===== src/stage_pkg.sv =====
`default_nettype none

package stage_pkg;

	// Stream byte and packed word
	localparam int byte_w = 8;
	localparam int word_w = 2 * byte_w;

	// FIFO geometry
	localparam int addr_w = 4;
	localparam int depth = 1 << addr_w;

	// One extra bit so a full count of depth fits
	localparam int cnt_w = addr_w + 1;

	// Almost flags, below thresh and at or above depth - thresh + 1
	localparam int almost_thresh = 4;
	localparam int almost_full_at = depth - almost_thresh + 1;

	localparam int level_w = 2;

endpackage

`default_nettype wire

===== src/stage_if.sv =====
`default_nettype none

////////////////////////////////////////////////////////////
// Write side, packer into FIFO
////////////////////////////////////////////////////////////

interface stage_wr_if
	import stage_pkg::*;
();
	logic [word_w-1:0] data;
	logic enq;
	logic full;
	logic almost_full;

	modport producer (output data, output enq, input full, input almost_full);
	modport fifo (input data, input enq, output full, output almost_full);

endinterface

////////////////////////////////////////////////////////////
// Read side, FIFO into unpacker
////////////////////////////////////////////////////////////

// data follows deq by one cycle since the RAM read is registered
interface stage_rd_if
	import stage_pkg::*;
();
	logic [word_w-1:0] data;
	logic deq;
	logic empty;
	logic almost_empty;

	modport consumer (input data, output deq, input empty, input almost_empty);
	modport fifo (output data, input deq, output empty, output almost_empty);

endinterface

`default_nettype wire


===== src/stage_top.sv =====
`default_nettype none

module stage_top
	import stage_pkg::*;
(
	input logic clk,
	input logic rst,
	input logic clr,
	input logic in_valid,
	input logic [byte_w-1:0] in_byte,
	input logic out_ready,
	output logic out_valid,
	output logic [byte_w-1:0] out_byte,
	output logic overflow,
	output logic full,
	output logic empty,
	output logic almost_full,
	output logic almost_empty,
	output logic [level_w-1:0] level
);

	stage_wr_if wr_bus ();
	stage_rd_if rd_bus ();

	////////////////////////////////////////////////////////////
	// Byte in, word FIFO, byte out
	////////////////////////////////////////////////////////////

	byte_packer u_packer (
		.clk      (clk),
		.rst      (rst),
		.clr      (clr),
		.in_valid (in_valid),
		.in_byte  (in_byte),
		.wr       (wr_bus.producer),
		.overflow (overflow)
	);

	stage_fifo u_fifo (
		.clk   (clk),
		.rst   (rst),
		.clr   (clr),
		.wr    (wr_bus.fifo),
		.rd    (rd_bus.fifo),
		.level (level)
	);

	byte_unpacker u_unpacker (
		.clk       (clk),
		.rst       (rst),
		.clr       (clr),
		.out_ready (out_ready),
		.rd        (rd_bus.consumer),
		.out_valid (out_valid),
		.out_byte  (out_byte)
	);

	// Status flags to the pins
	assign full = wr_bus.full;
	assign almost_full = wr_bus.almost_full;
	assign empty = rd_bus.empty;
	assign almost_empty = rd_bus.almost_empty;

endmodule

`default_nettype wire


===== src/byte_unpacker.sv =====
`default_nettype none

module byte_unpacker
	import stage_pkg::*;
(
	input logic clk,
	input logic rst,
	input logic clr,
	input logic out_ready,
	stage_rd_if.consumer rd,
	output logic out_valid,
	output logic [byte_w-1:0] out_byte
);

	logic hi_phase;
	logic lo_phase;
	logic [byte_w-1:0] lo_byte;

	// New word may start when idle or while the last low byte goes out
	assign rd.deq = out_ready && !rd.empty && !hi_phase && !clr;

	always_ff @(posedge clk)
	begin
		if (!rst || clr)
		begin
			hi_phase <= 1'b0;
			lo_phase <= 1'b0;
		end
		else
		begin
			hi_phase <= rd.deq;
			lo_phase <= hi_phase;
		end
	end

	// Keep the low half while the high half is presented
	always_ff @(posedge clk)
	begin
		if (hi_phase)
			lo_byte <= rd.data[byte_w-1:0];
	end

	////////////////////////////////////////////////////////////
	// Output byte
	////////////////////////////////////////////////////////////

	// High byte straight from the RAM register in its first cycle
	assign out_valid = hi_phase || lo_phase;
	assign out_byte = hi_phase ? rd.data[word_w-1 -: byte_w] : lo_byte;

	a_clr_idle: assert property (@(posedge clk) disable iff (!rst)
		clr |=> !out_valid);

endmodule

`default_nettype wire


===== src/byte_packer.sv =====
`default_nettype none

module byte_packer
	import stage_pkg::*;
(
	input logic clk,
	input logic rst,
	input logic clr,
	input logic in_valid,
	input logic [byte_w-1:0] in_byte,
	stage_wr_if.producer wr,
	output logic overflow
);

	logic [byte_w-1:0] hi_byte;
	logic half;
	logic word_done;

	// Second byte of a pair; a byte arriving with clr is dropped
	assign word_done = in_valid && half && !clr;

	// First byte is the high byte of the word
	assign wr.data = {hi_byte, in_byte};
	assign wr.enq = word_done && !wr.full;

	always_ff @(posedge clk)
	begin
		if (in_valid && !half)
			hi_byte <= in_byte;
	end

	always_ff @(posedge clk)
	begin
		if (!rst || clr)
		begin
			half <= 1'b0;
			overflow <= 1'b0;
		end
		else if (in_valid)
		begin
			half <= !half;
			// Word lost, sticky until clr
			if (half && wr.full)
				overflow <= 1'b1;
		end
	end

endmodule

`default_nettype wire


===== src/stage_fifo.sv =====
`default_nettype none

module stage_fifo
	import stage_pkg::*;
(
	input logic clk,
	input logic rst,
	input logic clr,
	stage_wr_if.fifo wr,
	stage_rd_if.fifo rd,
	output logic [level_w-1:0] level
);

	logic [addr_w-1:0] wp;
	logic [addr_w-1:0] rp;
	logic [cnt_w-1:0] cnt;
	logic [cnt_w-1:0] cnt_next;
	logic do_enq;
	logic do_deq;

	////////////////////////////////////////////////////////////
	// Storage
	////////////////////////////////////////////////////////////

	fifo_ram u_ram (
		.clk     (clk),
		.wr_en   (do_enq),
		.wr_addr (wp),
		.wr_data (wr.data),
		.rd_en   (do_deq),
		.rd_addr (rp),
		.rd_data (rd.data)
	);

	// Guarded strobes, a stray request never moves a pointer
	assign do_enq = wr.enq && !wr.full;
	assign do_deq = rd.deq && !rd.empty;

	always_comb
	begin
		cnt_next = cnt;
		if (do_enq && !do_deq)
			cnt_next = cnt + 1'b1;
		else if (do_deq && !do_enq)
			cnt_next = cnt - 1'b1;
	end

	////////////////////////////////////////////////////////////
	// Pointers, count and registered flags
	////////////////////////////////////////////////////////////

	always_ff @(posedge clk)
	begin
		if (!rst || clr)
		begin
			wp <= '0;
			rp <= '0;
			cnt <= '0;
			wr.full <= 1'b0;
			wr.almost_full <= 1'b0;
			rd.empty <= 1'b1;
			rd.almost_empty <= 1'b1;
		end
		else
		begin
			if (do_enq)
				wp <= wp + 1'b1;
			if (do_deq)
				rp <= rp + 1'b1;
			cnt <= cnt_next;
			// Flags track the count after this edge
			wr.full <= (cnt_next == depth);
			wr.almost_full <= (cnt_next >= almost_full_at);
			rd.empty <= (cnt_next == 0);
			rd.almost_empty <= (cnt_next < almost_thresh);
		end
	end

	// Top bits of the count, pinned at 3 once full
	assign level = cnt[cnt_w-1] ? {level_w{1'b1}} : cnt[addr_w-1 -: level_w];

	////////////////////////////////////////////////////////////
	// Checks
	////////////////////////////////////////////////////////////

	// Packer must look at full before it writes
	a_no_enq_full: assert property (@(posedge clk) disable iff (!rst)
		wr.enq |-> !wr.full);

	// Unpacker must look at empty before it reads
	a_no_deq_empty: assert property (@(posedge clk) disable iff (!rst)
		rd.deq |-> !rd.empty);

	a_cnt_range: assert property (@(posedge clk) disable iff (!rst)
		cnt <= cnt_w'(depth));

	a_flags_excl: assert property (@(posedge clk) disable iff (!rst)
		!(rd.empty && wr.full));

endmodule

`default_nettype wire


===== src/fifo_ram.sv =====
`default_nettype none

module fifo_ram
	import stage_pkg::*;
(
	input logic clk,
	input logic wr_en,
	input logic [addr_w-1:0] wr_addr,
	input logic [word_w-1:0] wr_data,
	input logic rd_en,
	input logic [addr_w-1:0] rd_addr,
	output logic [word_w-1:0] rd_data
);

	logic [word_w-1:0] mem [depth];

	// Write port
	always_ff @(posedge clk)
	begin
		if (wr_en)
			mem[wr_addr] <= wr_data;
	end

	// Read port, output holds until the next read
	always_ff @(posedge clk)
	begin
		if (rd_en)
			rd_data <= mem[rd_addr];
	end

endmodule

`default_nettype wire


===== config.mk =====
export PLATFORM = sky130hd
export DESIGN_NAME = stage_top
export DESIGN_NICKNAME = d
export VERILOG_FILES = /design/src/stage_pkg.sv /design/src/stage_if.sv /design/src/stage_top.sv /design/src/byte_unpacker.sv /design/src/byte_packer.sv /design/src/stage_fifo.sv /design/src/fifo_ram.sv
export SDC_FILE = /design/constraint.sdc
export NUM_CORES = 1
export LEC_CHECK = 0
export BUFFER_PORTS_ARGS = -buffer_cell sky130_fd_sc_hd__buf_4
export CAP_MARGIN = 20
export CORE_UTILIZATION = 30
export DETAILED_ROUTE_END_ITERATION = 10
export GPL_ROUTABILITY_DRIVEN = 0
export PLACE_DENSITY = 0.55
export SYNTH_ARGS = -nofsm -noshare
export SYNTH_HDL_FRONTEND = slang
export SYNTH_SLANG_ARGS = --single-unit

===== constraint.sdc =====
create_clock -name clk -period 2.9 [get_ports clk]
set_input_delay 0.58 -clock clk [delete_from_list [all_inputs] [get_ports clk]]
set_output_delay 0.58 -clock clk [all_outputs]
set_load 0.02 [all_outputs]

Yosys cells after proc, flatten, opt, wreduce, memory -nomap -nowiden
Memory sizes are Yosys's and may differ from the RTL's. A register that Yosys moved wholly into a read port is not among the register bits.
Cells that the tools add are included.
- register bits: 37
- bits in writable memories: 256
- bits of input ports: 13
- logic and storage cells: 51
- memories kept: 1
- memory list (name ; words ; bits a word ; rd ports ; clocked after Yosys merged registers in ; wr ports ; RTL line ; text):
    u_fifo.u_ram.mem ; 16 ; 16 ; 1 ; 1 ; 1 ; fifo_ram.sv:15 ; logic [word_w-1:0] mem [depth];
- $add $sub $neg: 4
- order comparisons: 2
- eq/ne operators: 1
- mux-type cells: 6
- reductions and logical operators: 24
- operators with widths (cell ; count):
    $logic_and A1 B1 Y1 ; 12
    $mux W5 ; 2
    $add A4 B1 Y4 const B ; 2
    $logic_not A1 Y1 ; 8
    $mux W8 ; 1
    $add A5 B1 Y5 const B ; 1
    $eq A5 B5 Y1 const B ; 1
    $ge A5 B4 Y1 const B ; 1
    $logic_not A5 Y1 ; 1
    $lt A5 B3 Y1 const B ; 1
    $sub A5 B1 Y5 const B ; 1
    $logic_or A1 B1 Y1 ; 2
    $mux W1 ; 2
    $mux W2 ; 1
    $reduce_and A2 Y1 ; 1

Depth between registers and ports, before layout
Gate-level depths: netlist of the first run.
- depth in word-level cells: 9
- gate-level depth with buffers: 8
- depth with buffers taken out: 7

Hierarchy
A second synthesis of the first run with hierarchy kept.
- cells, all modules: 573
- area total of the unflattened synthesis: 11940.2 sq um
- modules (own cells, without submodules) (module ; instances ; cells an instance ; area an instance (sq um)):
    fifo_ram ; 1 ; 432 ; 10203.5
    stage_fifo ; 1 ; 92 ; 935.9
    byte_unpacker ; 1 ; 23 ; 414.1
    byte_packer ; 1 ; 26 ; 386.6

Worst setup path after synthesis of the first run
OpenSTA, ideal clock, no wires.
- path type: input port to flip-flop
- start point: in clr
- end point: mem u_fifo.u_ram.mem[3][0] (netlist name), enable pin
- setup time: 0.409 ns
- data arrival time: 2.499 ns
- slack: -0.009 ns
- stages: 4
- path through: and4bb_2 > clkbuf_1 > nand2_1 > nor3_1
- word-level cells in the longest chain between the ends: 6
- ends and longest elaborated chain (item ; RTL line ; text):
    from (decl) ; stage_top.sv:8 ; input logic clr,
    $logic_not A1 Y1 ; byte_packer.sv:20 ; assign word_done = in_valid && half && !clr;
    $logic_and A1 B1 Y1 ; byte_packer.sv:20 ;
    $logic_and A1 B1 Y1 ; byte_packer.sv:24 ; assign wr.enq = word_done && !wr.full;
    $logic_and A1 B1 Y1 ; stage_fifo.sv:36 ; assign do_enq = wr.enq && !wr.full;
    $mux W1 ; fifo_ram.sv:20 ; if (wr_en)
    $mux W1 (not written as such) ; fifo_ram.sv:21 ; mem[wr_addr] <= wr_data;
    to (decl) ; fifo_ram.sv:15 ;
No other way between the ends.

Worst setup path in the final report of the first run
- start point: reg u_unpacker.hi_phase
- end point: reg u_fifo.wr.almost_full
- word-level cells in the longest chain between the ends: 8
- elaborated cells between the ends (all ways): 10
- classes of those cells: order compare: 1; mux: 2; reduce/logical: 7
- ends and longest elaborated chain (item ; RTL line ; text):
    from (decl) ; byte_unpacker.sv:15 ; logic hi_phase;
    from (signal assigned) ; byte_unpacker.sv:31 ; hi_phase <= rd.deq;
    $logic_not A1 Y1 * ; byte_unpacker.sv:20 ; assign rd.deq = out_ready && !rd.empty && !hi_phase && !clr;
    $logic_and A1 B1 Y1 * (2 in series) ; byte_unpacker.sv:20 ;
    $logic_and A1 B1 Y1 * ; stage_fifo.sv:37 ; assign do_deq = rd.deq && !rd.empty;
    $logic_and A1 B1 Y1 or $logic_not A1 Y1 (tied branches) ; stage_fifo.sv:44, stage_fifo.sv:42 ;
    $mux W5 or $logic_and A1 B1 Y1 (tied branches) ; stage_fifo.sv:44, stage_fifo.sv:42 ;
    $mux W5 * ; stage_fifo.sv:42 ; if (do_enq && !do_deq)
    $ge A5 B4 Y1 * ; stage_fifo.sv:73 ; wr.almost_full <= (cnt_next >= almost_full_at);
    to (signal assigned) ; stage_fifo.sv:73 ;
    to (decl) ; stage_if.sv:16 ; modport fifo (input data, input enq, output full, output almost_full);
Every way passes the cells marked *; elsewhere a longest branch is shown, timed or not.
A chain may end at the register's enable or synchronous reset.

==> results of run 1 <==
[report_power, final]
group          internal, W  total [W]  switching, W
combinational    0.0000301  0.0000873     0.0000572
sequential         0.00488    0.00491     0.0000307
clock              0.00233    0.00401       0.00167
total              0.00724    0.00900       0.00176
[routing by layer]
metal | share of wire (%) | global-route usage [%]
met1 | 43 | 16.7
met2 | 50 | 22.1
met5 | 0 | 0
met3 | 5.1 | 2.86
met4 | 2.2 | 3.73
[layout by cell type, fill, tap and decap left out, drive strengths merged, types with 3 or more instances in the layout]
cell / count
edfxtp: 288
ha: 7
dfxtp: 21
a21oi: 4
inv: 8
or2: 3
nand2b: 3
clkinv: 11
nand2: 14
a211oi: 4
nor3: 7
mux4: 80
xnor2: 5
mux2: 8
and4: 3
and2: 3
xor2: 5
nor2: 24
buf: 70
clkbuf: 47
[through the flow]
| step | setup slack (ns) | util, % | hold WS, ns | area, µm² |
|---|---|---|---|---|
| after detailed placement | 0.166 | 33.4 | 0.407 | 12900 |
| after CTS | 0.497 | 36.1 | 0.279 | 13900 |
| after global placement | 0.240 | 33.4 | 0.408 | 12900 |
| final | 0.485 | 36.1 | 0.293 | 13900 |
| after global routing | 0.327 | 36.1 | 0.289 | 13900 |
| after floorplan | 0.0238 | - | 0.400 | 11800 |
[how the worst min path moves through the flow]
stage	start	end	slack, ns	cells after the start
3_3_place_gp	u_fifo.u_ram.rd_data[3]	u_unpacker.lo_byte[3]	0.41	0
3_5_place_dp	u_fifo.u_ram.rd_data[5]	u_unpacker.lo_byte[5]	0.41	0
2_1_floorplan	u_fifo.u_ram.rd_data[0]	u_unpacker.lo_byte[0]	0.40	0
6_report	rst	u_unpacker.hi_phase	0.29	2
4_1_cts	rst	u_unpacker.hi_phase	0.28	2
5_1_grt	rst	u_unpacker.hi_phase	0.29	2
[flip-flops by register name (all words and copies together), names as in the netlist]
register	cells
u_unpacker.hi_phase	1
u_fifo.rd.almost_empty	1
u_unpacker.lo_phase	1
u_packer.hi_byte	8
u_fifo.wr.full	1
u_fifo.u_ram.mem	256
u_fifo.cnt	5
u_packer.half	1
u_unpacker.lo_byte	8
u_fifo.rd.empty	1
u_fifo.u_ram.rd_data	16
u_fifo.wr.almost_full	1
u_fifo.rp	4
u_fifo.wp	4
u_packer.overflow	1
[critical path: stages, from the launching register on]
cell and delay [ns]:
dfxtp_1 0.31, or4b_1 0.69, clkinv_2 0.12, buf_4 0.26, xnor2_1 0.15, a211oi_1 0.47, o211ai_1 0.16, a21oi_1 0.18
[layout make-up]
type,instances,area share (%)
clock buffer,47,6.60
clock inverter,14,0.808
inverter,6,0.170
multi-input combinational,193,18.7
sequential,309,65.1
tap,518,4.65
timing repair buffer,70,4.04
[cells in the mapped netlist, drive strengths merged (2+ instances only)]
cell	count
clkbuf	14
and2	3
mux4	80
edfxtp	288
nor2	24
nand4	2
nand3	2
mux2	8
ha	7
nor3	7
nand2b	3
a21oi	4
a31oi	2
and4	3
inv	5
o21ai	2
nand2	14
nor2b	2
or2	3
a211oi	4
dfxtp	21
xnor2	5
xor2	5
buf	12
nor4	2
[logic make-up after synthesis]
logic type | share of synthesized area, %
flip-flops | 77.2
adder cells (fa/ha/maj) | 0.746
AND/OR/NAND/NOR | 3.16
XOR/XNOR | 0.746
multiplexers | 16.1
AO/OA/AOI/OAI | 0.969
buffers and inverters | 1.07
==> results.cfg, run 1 <==
[setup_path]
worstSetupEndpoint = u_fifo.wr.almost_full
crit_arrival_ns = 2.84
critPathCaptureType = register
crit_required_ns = 3.33
crit_path_start = u_unpacker.hi_phase
critPathKind = register to register
rrSetupSlack_ns = 0.48
worstPathMaxFanout = 16
timing.rr.start = u_unpacker.hi_phase
worst_setup_path_start_kind = register
rr_worst_depth = 7
r2r_end = u_fifo.wr.almost_full

[layout]
drive_above_1_share_pct = 35.4
area_delta_synth_final_pct = 18.7
diodes = 0
regArea_um2 = 9070
nets = 634
n_fill_cell = 3521
stdcell_count = 1157
multiInputGateArea_um2 = 2600

[synth]
synth_top_area_share_pct = 73.6
ys_seq_elements = 309
synth_ff_type = edfxtp_1
synthArstFlopShare_pct = 0
ys_seq_area_share_pct = 77.2
yosys_warnings = 0
synthesis.nets = 554
synth_top_cells_by_area = edfxtp_1, mux4_2, dfxtp_1
synth_area_per_cell_um2 = 22.0
synth_edf_count = 288
netlist_area_um2 = 11700
synth_top_area_cell = edfxtp_1
ys_types = 39
syn_inst = 534

[clock_network]
cts-resized-gates = 0
clk-insertion-delay-late_ns = 0.52
path_clk_slew_ns = 0.06
cts_tree = yes
clock_path_buffers = 3
cts_hold_buf = 0
cts_made_buffers = 34
cts_setup_buffers = 0
cts_sinks = 309
ctsRootBufferMaster = clkbuf_16
htreeDepth = 2

[routing]
ant_nets = 0
dr.pass1.iters = 5
drt-total-wl_um = 25200
viasPerCell = 4.82
drc = 0
dr.first_iter.drc_count = 373
num_vias = 5581
wl_per_cell_um = 21.7

[global_route]
grt_max_degree = 43
grt_pass1_vias = 5844
grt_pass1_wl_um = 37300
overflow = 0
grtUsageTotal_pct = 13.0
antenna_found_initial = 0

[sta]
finClkSkew_ns = 0.0128
finalSetupTns_ns = 0
min_period_ns = 2.42
drv_slew = 0
rsz0062_at_grt = false
hold_viol = 0
max_freq_ghz = 0.414
slew_headroom_pct = 56.0
setup_viol = 0
post-route-period-util_pct = 83.3
worstMarginPinSlew_ns = 0.661

[placed_design]
hpwl_um = 15200
io_buffer_count = 28
post-place-cells = 1096

[floorplanning]
start_util_pct = 30.4
dieArea_um2 = 40000
die_y_um = 200
rows = 72
die_w_um = 200
coreArea_um2 = 38600
io_pins = 29

[power]
powerDensity_nw_per_um2 = 646
ir_drop_mv = 0.317
power_w = 0.00900
p_leak_nw = 4.30

[status]
status = finished, final reports clean

[flow_run]
cap_violations = 0

[hold_path]
hold_path_class = input port to register
No activity file was read; power rests on OpenSTA's default activity.
==> run 2: changes to the inputs <==
--- a/config.mk
+++ b/config.mk
@@ -5,12 +5,13 @@
 export SDC_FILE = /design/constraint.sdc
 export NUM_CORES = 1
 export LEC_CHECK = 0
+export ABC_AREA = 1
 export BUFFER_PORTS_ARGS = -buffer_cell sky130_fd_sc_hd__buf_4
 export CAP_MARGIN = 20
 export CORE_UTILIZATION = 30
 export DETAILED_ROUTE_END_ITERATION = 10
 export GPL_ROUTABILITY_DRIVEN = 0
-export PLACE_DENSITY = 0.55
+export PLACE_DENSITY = 0.53
 export SYNTH_ARGS = -nofsm -noshare
 export SYNTH_HDL_FRONTEND = slang
 export SYNTH_SLANG_ARGS = --single-unit
==> constraint.sdc (replaced) <==
create_clock -name clk -period 2.4 [get_ports clk]
set_input_delay 0.48 -clock clk [delete_from_list [all_inputs] [get_ports clk]]
set_output_delay 0.48 -clock clk [all_outputs]
set_load 0.02 [all_outputs]
==> run 2 against run 1 <==
Net effect: design area up 1.8%; worst hold slack worse by 0.12 ns; clock skew down 0.0023 ns; critical endpoint is now out_valid; highest routed layer is now met5.
==> results.cfg, run 2 <==
[synth]
synth_most_common_cell = edfxtp_1
synth_common_cells = edfxtp_1, nor2_1, o21ai_0
synth_top_area_share_pct = 70.7
yosys_warnings = 0
synth_top_cells_by_area = edfxtp_1, nor2_1, o221ai_1
synth_top_area_cell = edfxtp_1
syn_inst = 915
ys_seq_area_share_pct = 74.2
synthArstFlopShare_pct = 0
synth_area_per_cell_um2 = 13.4
netlist_area_um2 = 12200
ys_types = 33
ys_seq_elements = 309
synth_ff_type = edfxtp_1
synth_edf_count = 288
synthesis.nets = 935

[clock_network]
cts-resized-gates = 0
cts_hold_buf = 0
cts_setup_buffers = 0
path_clk_slew_ns = 0.06
cts_tree = yes
cts_made_buffers = 31
htreeDepth = 1
clk-insertion-delay-late_ns = 0.56
ctsRootBufferMaster = clkbuf_16
cts_sinks = 309
clock_path_buffers = 3

[power]
sw_frac_of_total_pct = 19.6
netSwitchingPower_w = 0.00214
clkPwrFrac_pct = 43.9
p_int_w = 0.00875
powerDensity_nw_per_um2 = 767
pwr-share-seq_pct = 54.6
ir_drop_mv = 0.468
power_w = 0.0109
p_leak_nw = 4.80
combPwrFrac_pct = 1.4

[setup_path]
worst_setup_path_start_kind = register
crit_arrival_ns = 1.65
critPathCaptureType = output pin
critPathKind = register to output pin
r2r_end = u_fifo.u_ram.rd_data[12]
crit_required_ns = 1.92
rr_worst_depth = 6
rrSetupSlack_ns = 0.38
worstPathMaxFanout = 13
timing.rr.start = u_fifo.rp[0]

[sta]
worstMarginPinSlew_ns = 0.722
drv_slew = 0
hold_viol = 0
min_period_ns = 2.13
slew_headroom_pct = 51.9
rsz0062_at_grt = false
setup_viol = 0
post-route-period-util_pct = 88.6
finalSetupTns_ns = 0
finClkSkew_ns = 0.0105
max_freq_ghz = 0.470

[floorplanning]
rows = 73
dieArea_um2 = 41600
die_w_um = 204
die_y_um = 204
start_util_pct = 30.6
coreArea_um2 = 40000
io_pins = 29

[global_route]
grtUsageTotal_pct = 14.8
grt_pass1_wl_um = 46100
overflow = 0
antenna_found_initial = 2
grt_pass1_vias = 7355
grt_max_degree = 76

[layout]
area_delta_synth_final_pct = 16.1
top_register = u_fifo.u_ram.mem
design_area_um2 = 14200
nets = 986
largest_reg_flops = 256
stdcell_count = 1516
final_common_cell = edfxtp_1
final_cell_mix = edfxtp_1, nor2_1, o21ai_0
diodes = 0
drive_above_1_share_pct = 16.5
top_regs = u_fifo.u_ram.mem x256, u_fifo.u_ram.rd_data x16

[hold_path]
whs_endpoint = u_unpacker.hi_phase
hold_path_class = input port to register
whs_path_depth = 3
hp-start = rst

[routing]
drt-total-wl_um = 30700
drc = 0
dr.pass1.iters = 6
num_vias = 7612
viasPerCell = 5.02
wl_per_cell_um = 20.3
dr.first_iter.drc_count = 676
ant_nets = 0

[status]
status = finished, final reports clean

[placed_design]
place_area_um2 = 13200
hpwl_um = 18900
post-place-cells = 1458
io_buffer_count = 28

[flow_run]
cap_violations = 0
-- run 2: cell types whose count changed after synthesis, moves of 9 or more --
cell / before / now
nor2_1: 24 / 164
o21ai_0: 1 / 84
mux4_2: 80 / 0
nand2_1: 14 / 78
o221ai_1: 0 / 54
o21ai_1: 1 / 47
nand3_1: 2 / 38
inv_1: 5 / 19
clkbuf_1: 14 / 26
buf_6: 0 / 10
o22ai_1: 0 / 10
buf_1: 9 / 0
-- run 2: cell families after synthesis --
| logic type | Yosys count | synth area share (%) |
|---|---|---|
| xor gates and xnor gates | 2 | 0.143 |
| buffers and inverters | 82 | 3.45 |
| and+or+nand+nor | 299 | 10.4 |
| AOI/OAI and AO/OA | 216 | 11.1 |
| adders and majority gates | 7 | 0.716 |
| DFF | 309 | 74.2 |
-- run 2: critical path, stage by stage (launching register included) --
cell     delay, ns
dfxtp_1       0.40
buf_4         0.23
or2_2         0.30
buf_4         0.16
-- run 2: how the worst max path moves through the flow --
stage                              startpoint                        to  slack, ns  cells after the start
after floorplan                           clr   u_fifo.u_ram.mem[11][0]       0.39                      5
after global placement           u_fifo.rp[0]  u_fifo.u_ram.rd_data[12]       0.39                      6
after detailed placement                  clr   u_fifo.u_ram.mem[8][12]       0.41                      7
after CTS                 u_unpacker.hi_phase                 out_valid       0.23                      3
after global routing      u_unpacker.hi_phase               out_byte[3]       0.15                      4
final                     u_unpacker.hi_phase                 out_valid       0.27                      3
-- run 2: layout make-up --
| type | count | area, µm² |
|---|---|---|
| fillers | 3867 | 25800 |
| flip-flops and latches | 309 | 9070 |
| multi-input cells | 524 | 2780 |
| clock buffers | 43 | 821 |
| well taps | 525 | 657 |
| repair buffers | 71 | 583 |
| clock inverters | 15 | 176 |
| inverters | 29 | 111 |
-- run 2: routing by layer --
metal / vias up / global-route usage (%) / wire length, µm
met2: 250 / 22.7 / 13800
met3: 37 / 2.01 / 1850
li1: 3498 / - / -
met4: 2 / 3.60 / 516
met5: - / 0 / 13
met1: 3825 / 22.1 / 14500
-- run 2: stage by stage --
stage          hold WS, ns  setup WS (ns)  util, %
2_1_floorplan        0.400          0.387        -
3_3_place_gp         0.422          0.387     33.0
3_5_place_dp         0.424          0.405     33.0
4_1_cts              0.147          0.233     35.5
5_1_grt              0.159          0.154     35.5
6_report             0.169          0.274     35.5
-- run 2: power groups by stage --
stage | Combinational [W] | Sequential, W | Clock [W]
after floorplan | 0.0000666 | 0.00604 | 0
after global placement | 0.000159 | 0.00606 | 0
after detailed placement | 0.000160 | 0.00606 | 0
after CTS | 0.000161 | 0.00595 | 0.00486
after global routing | 0.000174 | 0.00595 | 0.00508
final | 0.000158 | 0.00595 | 0.00478
==> run 3: changes to the inputs <==
--- a/config.mk
+++ b/config.mk
@@ -8,10 +8,11 @@
 export ABC_AREA = 1
 export BUFFER_PORTS_ARGS = -buffer_cell sky130_fd_sc_hd__buf_4
 export CAP_MARGIN = 20
-export CORE_UTILIZATION = 30
+export CORE_UTILIZATION = 45
 export DETAILED_ROUTE_END_ITERATION = 10
 export GPL_ROUTABILITY_DRIVEN = 0
-export PLACE_DENSITY = 0.53
+export PLACE_DENSITY = 0.7
+export SKIP_LAST_GASP = 1
 export SYNTH_ARGS = -nofsm -noshare
 export SYNTH_HDL_FRONTEND = slang
 export SYNTH_SLANG_ARGS = --single-unit
==> run 3 against run 2 <==
Net effect: final cell count is 13% lower; first-iteration DRC count increased by 45%; sequential cell count stayed put; largest cell class unchanged; critical path depth unchanged; non-clock buffer count is 9 lower; global-route usage is 4.9 points higher; largest power group unchanged; power is 4.5% lower; sequential share of layout area is 1.9 points higher.
==> results.cfg, run 3 (synthesis results as in run 2) <==
[status]
status = finished, final reports clean

[sta]
post-route-period-util_pct = 83.6
max_freq_ghz = 0.498
hold_viol = 0
drv_slew = 0
fin_hold_ws_ns = 0.201
min_period_ns = 2.01
setup_viol = 0
worst_slack_ns = 0.394
finClkSkew_ns = 0.0300
rsz0062_at_grt = false
finalSetupTns_ns = 0
slew_headroom_pct = 50.5
worstMarginPinSlew_ns = 0.743

[floorplanning]
die_w_um = 167
rows = 59
coreArea_um2 = 26400
die_y_um = 167
io_pins = 29
start_util_pct = 46.4
dieArea_um2 = 27800

[layout]
regArea_um2 = 9070
drive_above_1_share_pct = 15.3
top_register = u_fifo.u_ram.mem
final_cell_mix = edfxtp_1, nor2_1, o21ai_0
diodes = 0
final_common_cell = edfxtp_1
nets = 976
largest_reg_flops = 256
area_delta_synth_final_pct = 12.7
top_regs = u_fifo.u_ram.mem x256, u_fifo.u_ram.rd_data x16
n_fill_cell = 2103
multiInputGateArea_um2 = 2780
stdcell_count = 1312

[power]
powerDensity_nw_per_um2 = 754
combPwrFrac_pct = 1.5
clkPwrFrac_pct = 41.3
netSwitchingPower_w = 0.00205
p_leak_nw = 4.70
pwr-share-seq_pct = 57.2
power_w = 0.0104
p_int_w = 0.00835
ir_drop_mv = 0.586
sw_frac_of_total_pct = 19.7

[clock_network]
clk-insertion-delay-late_ns = 0.57
path_clk_slew_ns = 0.06
htreeDepth = 1
clock_path_buffers = 3
cts_setup_buffers = 0
cts_tree = yes
cts-resized-gates = 0
cts_sinks = 309
ctsRootBufferMaster = clkbuf_16
cts_made_buffers = 30
cts_hold_buf = 0

[global_route]
grt_max_degree = 108
grt_pass1_vias = 7278
grtUsageTotal_pct = 19.7
overflow = 0
grt_pass1_wl_um = 42100
antenna_found_initial = 2

[setup_path]
crit_slowest_cell = dfxtp_1
worst_setup_path_start_kind = register
max_stage_delay_ns = 0.32
crit_required_ns = 1.92
path_cells = buf_4 -> or2_2 -> buf_4
rrSetupSlack_ns = 0.48
crit_top_cell = buf_4
crit_arrival_ns = 1.53
worstPathMaxFanout = 18
critPathKind = register to output pin
critPathCaptureType = output pin

[hold_path]
hold_path_class = input port to register

[routing]
num_vias = 7482
viasPerCell = 5.70
drc = 0
dr.pass1.iters = 5
ant_nets = 0
dr.first_iter.drc_count = 982
wl_per_cell_um = 20.8
drt-total-wl_um = 27300

[flow_run]
cap_violations = 0

[placed_design]
hpwl_um = 16300
pre_cts_slack_ns = 0.504
post-place-cells = 1259
io_buffer_count = 28
==> run 3: through the flow <==
step	area [µm²]	utilization, %
6_report	13800	52.3
3_5_place_dp	12900	48.9
5_1_grt	13800	52.3
3_3_place_gp	12900	48.9
2_1_floorplan	12200	-
4_1_cts	13800	52.3
==> run 3: cell type report <==
class	count	share of cell area (%)
Tap cell	335	3.04
Clock inverter	13	0.790
Sequential cell	309	65.8
Inverter	29	0.808
Clock buffer	40	5.72
Multi-Input combinational cell	524	20.2
Timing Repair Buffer	62	3.65
==> run 3: worst paths after layout <==
| path | start | end | depth (start not counted) |
|---|---|---|---|
| min reg2reg | u_fifo.u_ram.rd_data[7] | u_unpacker.lo_byte[7] | 0 |
| min | rst | u_unpacker.hi_phase | 3 |
| max reg2reg | u_fifo.rp[0] | u_fifo.u_ram.rd_data[12] | 6 |
| max | u_unpacker.hi_phase | out_valid | 3 |
==> run 3: metal layers <==
layer  up-vias  GRT usage (%)  wire (µm)
met5         -              0         13
met4         2           7.21        903
met3        50           3.35       2110
met2       328           31.2      12600
met1      3629           27.5      11700
li1       3473              -          -
==> run 3: power groups by stage <==
stage | clock network (W) | registers, W | logic [W]
CTS | 0.00435 | 0.00595 | 0.000156
finish | 0.00429 | 0.00595 | 0.000155
detailed placement | 0 | 0.00606 | 0.000155
global placement | 0 | 0.00606 | 0.000152
global route | 0.00457 | 0.00595 | 0.000169
floorplan | 0 | 0.00604 | 0.0000666
==> run 3: worst max-delay path: cells and delay by family (launching register included) <==
kind                   cells  cell delay (ns)
buffers and inverters      2             0.36
DFF                        1             0.32
and+or+nand+nor            1             0.30
